$ cat src/memInit.hex
// One 32-bit data word per line, word addresses 0 to 31 in order
A000C300
A001C305
A002C30A
A003C30F
A004C314
A005C319
A006C31E
A007C323
A008C328
A009C32D
A00AC332
A00BC337
A00CC33C
A00DC341
A00EC346
A00FC34B
A010C350
A011C355
A012C35A
A013C35F
A014C364
A015C369
A016C36E
A017C373
A018C378
A019C37D
A01AC382
A01BC387
A01CC38C
A01DC391
A01EC396
A01FC39B

$ cat src/cachePkg.sv
// Shared widths for the instruction-fetch cache
// Requester and memory strobe structs

package cachePkg;

        localparam int AddrWidth = 32; // Byte address
        localparam int DataWidth = 32; // One instruction word
        localparam int CountWidth = 20; // Statistics counters

        // Requester to cache, addr is word aligned
        typedef struct packed {
                logic valid;
                logic [AddrWidth-1:0] addr;
        } fetchReq_t;

        // Cache to requester
        typedef struct packed {
                logic valid;
                logic hit; // Cleared when the word came from memory
                logic [DataWidth-1:0] data;
        } fetchResp_t;

        // Controller to main memory
        typedef struct packed {
                logic valid;
                logic [AddrWidth-1:0] addr;
        } memReq_t;

        // Main memory to controller
        typedef struct packed {
                logic valid;
                logic [DataWidth-1:0] data;
        } memResp_t;

endpackage

$ cat src/cacheWays.sv
`timescale 1ns/1ns
// Two-way set-associative tag and data store
// Combinational hit compare, recency update on touch, victim fill

module cacheWays #(
        parameter int NumSets = 4
) (
        input  logic CLK,
        input  logic RESET,
        input  logic [cachePkg::AddrWidth-1:0] lookupAddr,
        output logic hit,
        output logic [cachePkg::DataWidth-1:0] hitData,
        input  logic touch,
        input  logic fill,
        input  logic [cachePkg::DataWidth-1:0] fillData
);

        localparam int IndexWidth = $clog2(NumSets);
        localparam int TagWidth = cachePkg::AddrWidth - 2 - IndexWidth;

        typedef struct packed {
                logic [TagWidth-1:0] tag;
                logic [cachePkg::DataWidth-1:0] data;
        } wayLine_t;

        wayLine_t wayLines [2][NumSets]; // Tag and word per way and set
        logic [1:0] validBits [NumSets]; // Bit w belongs to way w
        logic [1:0] recentBits [NumSets]; // Set bit marks the recent way

        logic [IndexWidth-1:0] setIdx;
        logic [TagWidth-1:0] lookupTag;
        logic [1:0] wayHit;
        logic victim;

        assign setIdx = lookupAddr[2 +: IndexWidth]; // Just above byte offset
        assign lookupTag = lookupAddr[cachePkg::AddrWidth-1 -: TagWidth];

        always_comb begin
                for (int w = 0; w < 2; w++) begin
                        wayHit[w] = validBits[setIdx][w] &&
                                    (wayLines[w][setIdx].tag == lookupTag);
                end
        end

        assign hit = |wayHit;
        assign hitData = wayHit[1] ? wayLines[1][setIdx].data : wayLines[0][setIdx].data;

        // Way 0 unless it is the recent one
        assign victim = recentBits[setIdx][0];

        always_ff @(posedge CLK) begin
                if (!RESET) begin
                        for (int s = 0; s < NumSets; s++) begin
                                validBits[s] <= 2'b00;
                                recentBits[s] <= 2'b00;
                        end
                end else if (fill) begin
                        validBits[setIdx][victim] <= 1'b1;
                        recentBits[setIdx] <= victim ? 2'b10 : 2'b01; // Filled way recent
                end else if (touch) begin
                        recentBits[setIdx] <= wayHit; // One-hot on a hit
                end
        end

        always_ff @(posedge CLK) begin
                if (fill) begin
                        wayLines[victim][setIdx] <= '{tag: lookupTag, data: fillData};
                end
        end

endmodule

$ cat src/cacheControl.sv
`timescale 1ns/1ns
// Fetch sequencer for the instruction cache
// Lookup, miss fetch from main memory, fill and response

module cacheControl (
        input  logic CLK,
        input  logic RESET,
        input  cachePkg::fetchReq_t fetchReq,
        output cachePkg::fetchResp_t fetchResp,
        output logic [cachePkg::AddrWidth-1:0] lookupAddr,
        input  logic hit,
        input  logic [cachePkg::DataWidth-1:0] hitData,
        output logic touch,
        output logic fill,
        output logic [cachePkg::DataWidth-1:0] fillData,
        output cachePkg::memReq_t memReq,
        input  cachePkg::memResp_t memResp,
        output logic hitEvent,
        output logic missEvent
);

        typedef enum logic [1:0] {
                idle,
                lookup,
                missWait
        } ctrlState_t;

        ctrlState_t state;

        logic [cachePkg::AddrWidth-1:0] reqAddr; // Latched request address
        logic respValid;
        logic respHit;
        logic [cachePkg::DataWidth-1:0] respData;
        logic memReqValid;
        logic memReturn;

        assign memReturn = (state == missWait) && memResp.valid;

        // Control state
        always_ff @(posedge CLK) begin
                if (!RESET) begin
                        state <= idle;
                        respValid <= 1'b0;
                        memReqValid <= 1'b0;
                end else begin
                        respValid <= 1'b0; // Strobes last one cycle
                        memReqValid <= 1'b0;
                        case (state)
                                idle: begin
                                        if (fetchReq.valid) begin
                                                state <= lookup;
                                        end
                                end
                                lookup: begin
                                        if (hit) begin
                                                state <= idle;
                                                respValid <= 1'b1;
                                        end else begin
                                                state <= missWait;
                                                memReqValid <= 1'b1;
                                        end
                                end
                                missWait: begin
                                        if (memResp.valid) begin
                                                state <= idle;
                                                respValid <= 1'b1;
                                        end
                                end
                                default: state <= idle;
                        endcase
                end
        end

        // Address and response payload
        always_ff @(posedge CLK) begin
                if (state == idle && fetchReq.valid) begin
                        reqAddr <= fetchReq.addr;
                end
                if (state == lookup) begin
                        respHit <= hit;
                        respData <= hitData; // Only forwarded on a hit
                end
                if (memReturn) begin
                        respHit <= 1'b0;
                        respData <= memResp.data;
                end
        end

        assign lookupAddr = reqAddr;

        // Way updates land on the same edge as the response
        assign touch = (state == lookup) && hit;
        assign fill = memReturn;
        assign fillData = memResp.data;

        assign hitEvent = (state == lookup) && hit;
        assign missEvent = (state == lookup) && !hit;

        assign memReq.valid = memReqValid;
        assign memReq.addr = reqAddr;

        assign fetchResp.valid = respValid;
        assign fetchResp.hit = respHit;
        assign fetchResp.data = respData;

endmodule

$ cat src/statCounters.sv
`timescale 1ns/1ns
// Hit and miss event counters
// Both hold at all ones instead of wrapping

module statCounters (
        input  logic CLK,
        input  logic RESET,
        input  logic hitEvent,
        input  logic missEvent,
        output logic [cachePkg::CountWidth-1:0] hitCount,
        output logic [cachePkg::CountWidth-1:0] missCount
);

        // Next value of one saturating counter
        function automatic logic [cachePkg::CountWidth-1:0] nextCount(
                input logic [cachePkg::CountWidth-1:0] count,
                input logic event_
        );
                if (event_ && !(&count)) begin
                        return count + 1'b1;
                end
                return count;
        endfunction

        always_ff @(posedge CLK) begin
                if (!RESET) begin
                        hitCount <= '0;
                        missCount <= '0;
                end else begin
                        hitCount <= nextCount(hitCount, hitEvent);
                        missCount <= nextCount(missCount, missEvent);
                end
        end

endmodule

$ cat src/mainMemory.sv
`timescale 1ns/1ns
// Word memory loaded from memInit.hex
// Fixed read latency through a shift pipeline

module mainMemory #(
        parameter int MemLatency = 3,
        parameter int MemWords = 32
) (
        input  logic CLK,
        input  logic RESET,
        input  cachePkg::memReq_t memReq,
        output cachePkg::memResp_t memResp
);

        localparam int IdxWidth = $clog2(MemWords);

        logic [cachePkg::DataWidth-1:0] memArray [MemWords];

        logic [cachePkg::AddrWidth-3:0] wordAddr;
        logic [IdxWidth-1:0] wordIdx;
        logic [MemLatency-1:0] validPipe;
        logic [cachePkg::DataWidth-1:0] dataPipe [MemLatency];

        initial begin
                $readmemh("/design/src/memInit.hex", memArray);
        end

        assign wordAddr = memReq.addr[cachePkg::AddrWidth-1:2]; // Drop byte offset
        assign wordIdx = IdxWidth'(wordAddr % MemWords); // Wraps over the array

        // Valid strobes, one stage per cycle of latency
        always_ff @(posedge CLK) begin
                if (!RESET) begin
                        validPipe <= '0;
                end else begin
                        validPipe[0] <= memReq.valid;
                        for (int i = 1; i < MemLatency; i++) begin
                                validPipe[i] <= validPipe[i-1];
                        end
                end
        end

        // Read word travels beside its strobe
        always_ff @(posedge CLK) begin
                dataPipe[0] <= memArray[wordIdx];
                for (int i = 1; i < MemLatency; i++) begin
                        dataPipe[i] <= dataPipe[i-1];
                end
        end

        assign memResp.valid = validPipe[MemLatency-1];
        assign memResp.data = dataPipe[MemLatency-1];

endmodule

$ cat src/icacheTop.sv
`timescale 1ns/1ns
// Instruction-fetch cache subsystem top level
// Controller, two-way store, statistics and main memory

module icacheTop #(
        parameter int NumSets = 4,
        parameter int MemLatency = 3,
        parameter int MemWords = 32
) (
        input  logic CLK,
        input  logic RESET,
        input  cachePkg::fetchReq_t fetchReq,
        output cachePkg::fetchResp_t fetchResp,
        output logic [cachePkg::CountWidth-1:0] hitCount,
        output logic [cachePkg::CountWidth-1:0] missCount
);

        logic [cachePkg::AddrWidth-1:0] lookupAddr;
        logic hit;
        logic [cachePkg::DataWidth-1:0] hitData;
        logic touch;
        logic fill;
        logic [cachePkg::DataWidth-1:0] fillData;
        logic hitEvent;
        logic missEvent;
        cachePkg::memReq_t memReq;
        cachePkg::memResp_t memResp;

        cacheControl control (
                .CLK        (CLK),
                .RESET      (RESET),
                .fetchReq   (fetchReq),
                .fetchResp  (fetchResp),
                .lookupAddr (lookupAddr),
                .hit        (hit),
                .hitData    (hitData),
                .touch      (touch),
                .fill       (fill),
                .fillData   (fillData),
                .memReq     (memReq),
                .memResp    (memResp),
                .hitEvent   (hitEvent),
                .missEvent  (missEvent)
        );

        cacheWays #(.NumSets(NumSets)) ways (
                .CLK        (CLK),
                .RESET      (RESET),
                .lookupAddr (lookupAddr),
                .hit        (hit),
                .hitData    (hitData),
                .touch      (touch),
                .fill       (fill),
                .fillData   (fillData)
        );

        statCounters stats (
                .CLK        (CLK),
                .RESET      (RESET),
                .hitEvent   (hitEvent),
                .missEvent  (missEvent),
                .hitCount   (hitCount),
                .missCount  (missCount)
        );

        mainMemory #(.MemLatency(MemLatency), .MemWords(MemWords)) memory (
                .CLK        (CLK),
                .RESET      (RESET),
                .memReq     (memReq),
                .memResp    (memResp)
        );

endmodule

$ cat config.mk
export PLATFORM = sky130hd
export DESIGN_NAME = icacheTop
export DESIGN_NICKNAME = d
export VERILOG_FILES = /design/src/cachePkg.sv /design/src/cacheWays.sv /design/src/cacheControl.sv /design/src/statCounters.sv /design/src/mainMemory.sv /design/src/icacheTop.sv
export SDC_FILE = /design/constraint.sdc
export NUM_CORES = 1
export LEC_CHECK = 0
export ABC_AREA = 1
export BUFFER_PORTS_ARGS = -buffer_cell sky130_fd_sc_hd__buf_2
export CAP_MARGIN = 20
export CELL_PAD_IN_SITES_DETAIL_PLACEMENT = 1
export CELL_PAD_IN_SITES_GLOBAL_PLACEMENT = 2
export CORE_MARGIN = 10
export CORE_UTILIZATION = 39
export CTS_BUF_LIST = sky130_fd_sc_hd__clkbuf_4
export CTS_CLUSTER_SIZE = 25
export DETAILED_ROUTE_END_ITERATION = 6
export PLACE_DENSITY = 0.81
export SLEW_MARGIN = 10
export SYNTH_ARGS = -nofsm -noshare
export SYNTH_HDL_FRONTEND = slang
export SYNTH_SLANG_ARGS = --single-unit
$ cat constraint.sdc
create_clock -name CLK -period 3.29 [get_ports CLK]
set_clock_uncertainty 0.2 [all_clocks]
set_input_delay 0.1645 -clock CLK [delete_from_list [all_inputs] [get_ports CLK]]
set_output_delay 0.1645 -clock CLK [all_outputs]
set_load 0.03 [all_outputs]
==> results.toml, run 1 <==
[outcome]
status = "finished clean"

[sta]
min_period_over_period_pct = 93.2
hold_slack_ps = 217
setup_viol = 0
slew_violations = 0
hold_viol_final = 0
rsz0062_at_grt = "no"
fmax_mhz = 326
worst_slew_pin_slew_ps = 974
fin_crit_ps = 3070
max-slew-margin-rel_pct = 35.0
tns_ps = 0
worst_slack_ps = 225

[logic_synthesis]
yosysTopAreaCell = "edfxtp_1"
yosysTopAreaCellShare_pct = 53.3
synth_seq_cells = 316
yosys_warnings = 0
synth_area_per_cell_sq_um = 8.97
netlist_instances = 1670
ys_seq_area_share_pct = 60.0
ys_top_cells_by_area = "edfxtp_1 53%, nand2_1 19%, dfxtp_1 6.7%, nand3_1 3.3%, nor2_1 3.1%"
synth_cell_types = 35
syn_area_sq_mm = 0.0150

[routing]
post_drt_wl_per_cell_um = 18.7
wl_um = 45900
drc = 0
vias = 12088
drt_pass1_iterations = 5
dr.first_iter.drc_count = 548
ant_nets = 0
viasPerCell = 4.93

[power]
combinationalPowerShare_pct = 22.5
p_seq_share_pct = 44.0
power.density_mw_per_mm2 = 623
clkPwrFrac_pct = 33.5
sw_frac_of_total_pct = 33.2
p_int_w = 0.00745
power_switching_w = 0.00370
leakage_nw = 7.68
ir_worst_vdd_uv = 255

[global_route]
grt_use_total_pct = 19.4
antenna_found_initial = 2
grt_pass1_vias = 12805
grt_first_pass_wirelength_um = 71400
overflow = 0
grt_max_degree = 58

[setup_path]
cp.arrival_ps = 3340
crit_fanout = 24
end_kind = "flip-flop"
worstPathRequired_ps = 3560
path_class = "reg -> reg"
startpoint_type = "flip-flop"

[placement]
dp_slack_ps = 51.6
placed_cell_area_sq_mm = 0.0160
place_congestion = 0.863
hpwl_um = 30500
io_buffers = 74

[die]
dieArea_sq_mm = 0.0467
die_w_um = 216
initial_core_util_pct = 39.7
num_rows = 71
core_area_sq_mm = 0.0378
die-height_um = 216
num_io_pins = 109

[clock_tree]
cts_max_level = 3
clock_sinks = 316
cts_buffer_depth = 3
path_clk_slew_ps = 70
cts_tree = "done"
root_buffer = "clkbuf_4"
cts_buffers = 88
insertion_delay_ps = 780

[layout]
nNetsFinal = 1917
n_fill_cell = 4500
area_growth_pct = 19.5
final_layout_size_suffix_gt1_share_pct = 14.4
finish.instance_area_sq_mm = 0.0179
mostFrequentLayoutCell = "nand2_1"
mostFrequentLayoutCells = "736 x nand2_1, 266 x edfxtp_1, 128 x clkbuf_4, 116 x nor2_1, 100 x nand3_1"

[job]
cap_violations = 0

[min_path]
hold_class = "reg -> reg"
## worst max-delay path, stage by stage, from the launching register on
cell and delay, ps:
edfxtp_1 420, buf_12 160, inv_4 160, buf_16 190, nand2_1 70, nand2_1 50
nand2_1 60, nand3_1 240, nand2_1 90, nor2_1 200, nand4_1 120, nor2_1 120
nand2_1 110, nand2_2 120, nand2_1 70, nand2_2 140, nand3_1 120, nand2_1 120
## sequential cells by signal, summed over array words and instances (netlist names), named ones only
signal / flops
memory.validPipe: 3
ways.wayLines: 224
control.respValid: 1
control.state: 2
ways.validBits: 8
control.respHit: 1
control.memReqValid: 1
control.lookupAddr: 30
ways.recentBits: 4
stats.missCount: 20
stats.hitCount: 20
## per-layer routing
layer / share of wire (%) / routed length (um) / GRT usage, %
met2: 51 / 23200 / 33.8
met3: 3.6 / 1650 / 3.85
met5: 0 / 0 / 0
met1: 44 / 20200 / 24.0
met4: 1.7 / 793 / 5.66
## logic make-up after synthesis
family / count (synthesis) / share of synthesized area [%]
other: 1 / 0.0250
DFF: 316 / 60.0
adders and majority gates: 5 / 0.418
AOI/OAI and AO/OA: 70 / 2.39
and+or+nand+nor: 1053 / 28.8
buffers and inverters: 191 / 6.35
xor gates and xnor gates: 34 / 1.99
## power by group through the flow
stage                     clock network [W]  logic [W]  registers [W]
after floorplan                           0    0.00162        0.00490
after global routing                0.00408    0.00281        0.00495
after detailed placement                  0    0.00238        0.00500
after CTS                           0.00386    0.00245        0.00492
after global placement                    0    0.00233        0.00499
final                               0.00374    0.00251        0.00491
## cell usage after synthesis
| cell type | n |
|---|---|
| buf_1 | 5 |
| buf_4 | 39 |
| o21a_1 | 1 |
| o21ai_0 | 16 |
| dfxtp_1 | 50 |
| nand4_1 | 57 |
| inv_2 | 2 |
| edfxtp_1 | 266 |
| xor2_1 | 24 |
| nand4_2 | 1 |
| o22ai_1 | 2 |
| nand3_4 | 2 |
| clkbuf_1 | 17 |
| nor3_1 | 12 |
| nand3b_1 | 1 |
| nand3_1 | 100 |
| nor2_2 | 2 |
| o21ai_1 | 1 |
| xnor2_1 | 10 |
| nand2_1 | 742 |
| o211ai_1 | 1 |
| or2_1 | 1 |
| nor4_1 | 5 |
| buf_6 | 8 |
| nor2_1 | 124 |
| ha_1 | 5 |
| nand2_2 | 2 |
| a21oi_1 | 49 |
| inv_1 | 98 |
| nor3_2 | 1 |
| and2_1 | 1 |
| buf_2 | 22 |
| nor4_2 | 1 |
| conb_1 | 1 |
| and3_1 | 1 |
## final cells by class
class | instances | area, sq um | share of cell area, %
tap | 511 | 639 | 3.57
clock buffer | 128 | 961 | 5.37
antenna | 3 | 7.51 | 0.0419
timing repair buffer | 177 | 1470 | 8.20
multi-input combinational | 1194 | 5260 | 29.4
inverter | 100 | 378 | 2.11
clock inverter | 25 | 204 | 1.14
sequential | 316 | 8990 | 50.2
## final timing paths
kind	from	end	slack (ps)	cells past startpoint
worst min-delay path	memory.validPipe[1]	memory.validPipe[2]	220	2
worst max register to register	control.lookupAddr[2]	ways.recentBits[0][0]	220	17
worst min register to register	memory.validPipe[1]	memory.validPipe[2]	220	2
worst max-delay path	control.lookupAddr[2]	ways.recentBits[0][0]	220	17
## what timing repair did
item	in CTS	in global routing
endpoints found under the hold margin	61	0
hold buffers	63	0
buffers inserted	0	2
setup endpoints to repair	0	34
resized for setup	0	13
## per-stage QoR
step                      util (%)  std cells  power (W)
after floorplan                  -       1701    0.00652
after global placement        42.3       2231    0.00731
after global routing          47.4       2453     0.0118
final                         47.4       2454     0.0112
after detailed placement      42.3       2231    0.00739
after CTS                     47.0       2447     0.0112
(Power assumes the default switching activity.)
==> run 2: changes to the inputs <==
ABC_AREA = not set   (was 1)
ABC_CLOCK_PERIOD_IN_PS = 3290   (was not set)
CORE_UTILIZATION = 45   (was 39)
==> run 2 against run 1 <==
Effect of this change:
- critical path type unchanged
- critical endpoint is now stats.hitCount[3]
- the run now ends with negative setup slack left
- die area down 21%
- synthesized area is 11% lower
- largest cell class unchanged
- highest routed layer unchanged
- sequential share of layout area grew 0.94 points
==> results.toml, run 2 <==
[outcome]
status = "finished, violations left"
violations = "negative setup slack"

[sta]
fin_crit_ps = 4070
rsz0062_at_grt = "yes"
max-slew-margin-rel_pct = 20.4
slew_violations = 0
hold_viol_final = 0
fmax_mhz = 246
hold_slack_ps = 35.2
worst_slack_ps = -778
setup_viol = 52
worst_slew_pin_slew_ps = 1190
min_period_over_period_pct = 124

[logic_synthesis]
yosysTopAreaCell = "edfxtp_1"
synth-compound-area-share_pct = 3.16
synth_top_family_by_area = "multiplexers"
synth_cell_types = 51
synth_seq_cells = 316
synthTopCellsByCount = "266 x edfxtp_1, 56 x nand2_1, 51 x xnor2_1"
ys.flop_type = "edfxtp_1"
synth_area_per_cell_sq_um = 15.4
yosys_warnings = 0
synthMuxAreaShare_pct = 12.1
yosys.area_share.adder_pct = 0.469
yosys.area_share.simple_pct = 9.72
yosysMostFrequentCell = "edfxtp_1"
ys_top_cells_by_area = "edfxtp_1 60%, mux4_2 8.4%, dfxtp_1 7.5%, mux2i_1 3.5%, xnor2_1 3.3%"
synth_edf_count = 266
synth-xor-area-share_pct = 3.61
ys_seq_area_share_pct = 67.4
syn_area_sq_mm = 0.0133
netlist_instances = 864
yosysTopAreaCellShare_pct = 59.9
synthArstFlopShare_pct = 0

[routing]
dr.first_iter.drc_count = 654
drc = 0
post_drt_wl_per_cell_um = 24.6
ant_nets = 0
vias = 9069
wl_um = 40300
viasPerCell = 5.53
drt_pass1_iterations = 5

[placement]
placed_cell_area_sq_mm = 0.0149
io_buffers = 74
hpwl_um = 22300
dp_slack_ps = -770
dp.cells = 1407
place_congestion = 0.807

[layout]
regMostFlops = "ways.wayLines"
largest_reg_flops = 224
finish.instance_area_sq_mm = 0.0176
mostFrequentLayoutCell = "edfxtp_1"
mostFrequentLayoutCells = "266 x edfxtp_1, 130 x buf_4, 126 x clkbuf_4, 74 x buf_2, 58 x dlygate4sd3_1"
final_layout_size_suffix_gt1_share_pct = 40.5
instances_no_fill = 1640
area_growth_pct = 31.7
nNetsFinal = 1239

[min_path]
hold_class = "in -> reg"

[power]
power.density_mw_per_mm2 = 519
ir_worst_vdd_uv = 250
combinationalPowerShare_pct = 12.9
finalPower_w = 0.00911
p_int_w = 0.00672
sw_frac_of_total_pct = 26.2
clkPwrFrac_pct = 37.8
leakage_nw = 6.33
p_seq_share_pct = 49.3
power_switching_w = 0.00239

[global_route]
antenna_found_initial = 1
grt_max_degree = 70
grt_use_total_pct = 21.1
grt_first_pass_wirelength_um = 59100
grt_pass1_vias = 9819
overflow = 0

[setup_path]
worstPathCellList = "buf_6 -> buf_16 -> buf_16 -> buf_8 -> buf_4 -> mux2i_1 -> o22ai_1 -> a211oi_2 -> o2111ai_1 -> or4_4 -> a21o_1 -> buf_12 -> or4_4 -> a21oi_2"
critPathMaxStageDelay_ps = 580
crit_fanout = 25
startpoint_type = "flip-flop"
worstPathRequired_ps = 3710
cp.arrival_ps = 4490
cp_slowest_cell = "or4_4"
end_kind = "flip-flop"
path_class = "reg -> reg"

[die]
die-height_um = 192
num_io_pins = 109
die_w_um = 192
initial_core_util_pct = 46.0
num_rows = 62
core_area_sq_mm = 0.0290
dieArea_sq_mm = 0.0369

[clock_tree]
insertion_delay_ps = 720
root_buffer = "clkbuf_4"
clock_sinks = 316
path_clk_slew_ps = 70
cts_buffer_depth = 3
cts_buffers = 85
cts_max_level = 3
cts_tree = "done"

[job]
cap_violations = 0
[run 2: critical path: cells and delay by family (launching register included)]
family	cells	cell delay [ps]
buffers and inverters	6	900
and+or+nand+nor	2	1110
DFF	1	420
AOI/OAI and AO/OA	5	1130
muxes	1	220
[run 2: path summary, 6_finish.rpt]
| kind | to | slack (ps) | cells after the start | start |
|---|---|---|---|---|
| worst max-delay path | stats.hitCount[3] | -780 | 14 | control.lookupAddr[2] |
| worst min-delay path | control.lookupAddr[25] | 40 | 2 | fetchReq[25] |
| worst max register to register | stats.hitCount[3] | -780 | 14 | control.lookupAddr[2] |
| worst min register to register | memory.validPipe[0] | 240 | 1 | control.memReqValid |
[run 2: metal layers]
layer	routed length [um]	GRT usage (%)
met1	16300	26.7
met2	20000	34.5
met3	2650	5.02
met4	1280	8.53
met5	0	0
[run 2: logic make-up (layout without fill, tap and decap cells)]
| group | after synthesis | in the layout |
|---|---|---|
| buffers and inverters | 81 | 441 |
| AOI/OAI and AO/OA | 69 | 69 |
| adders and majority gates | 5 | 5 |
| xor gates and xnor gates | 55 | 55 |
| and+or+nand+nor | 238 | 238 |
| other | 1 | 33 |
| DFF | 316 | 316 |
| muxes | 99 | 99 |
[run 2: cell type report]
| class | instances | area, sq um |
|---|---|---|
| inverter | 11 | 41.3 |
| tap | 384 | 480 |
| fill | 2821 | 11400 |
| clock inverter | 17 | 80.1 |
| timing repair buffer | 287 | 2360 |
| sequential | 316 | 8990 |
| clock buffer | 126 | 946 |
| multi-input combinational | 498 | 4670 |
| antenna | 1 | 2.50 |
[run 2: metrics by stage]
| step | utilization, % | TNS [ps] |
|---|---|---|
| global placement | 51.5 | -18250 |
| global route | 60.6 | -30990 |
| finish | 60.6 | -25070 |
| floorplan | - | -4570 |
| detailed placement | 51.5 | -23240 |
| CTS | 58.6 | -17830 |
[run 2: power by group through the flow]
stage	Combinational, W	Sequential, W	Clock (W)
finish	0.00118	0.00449	0.00344
global route	0.00124	0.00450	0.00373
CTS	0.00106	0.00449	0.00347
detailed placement	0.000923	0.00457	0
global placement	0.000894	0.00457	0
floorplan	0.000501	0.00459	0
[run 2: what timing repair did]
action	in CTS	in global routing
hold endpoints to repair	82	0
setup endpoints to repair	52	52
cloned	5	0
gates resized for setup	38	91
hold buffers	58	0
pin swaps	8	27
setup buffers	14	15
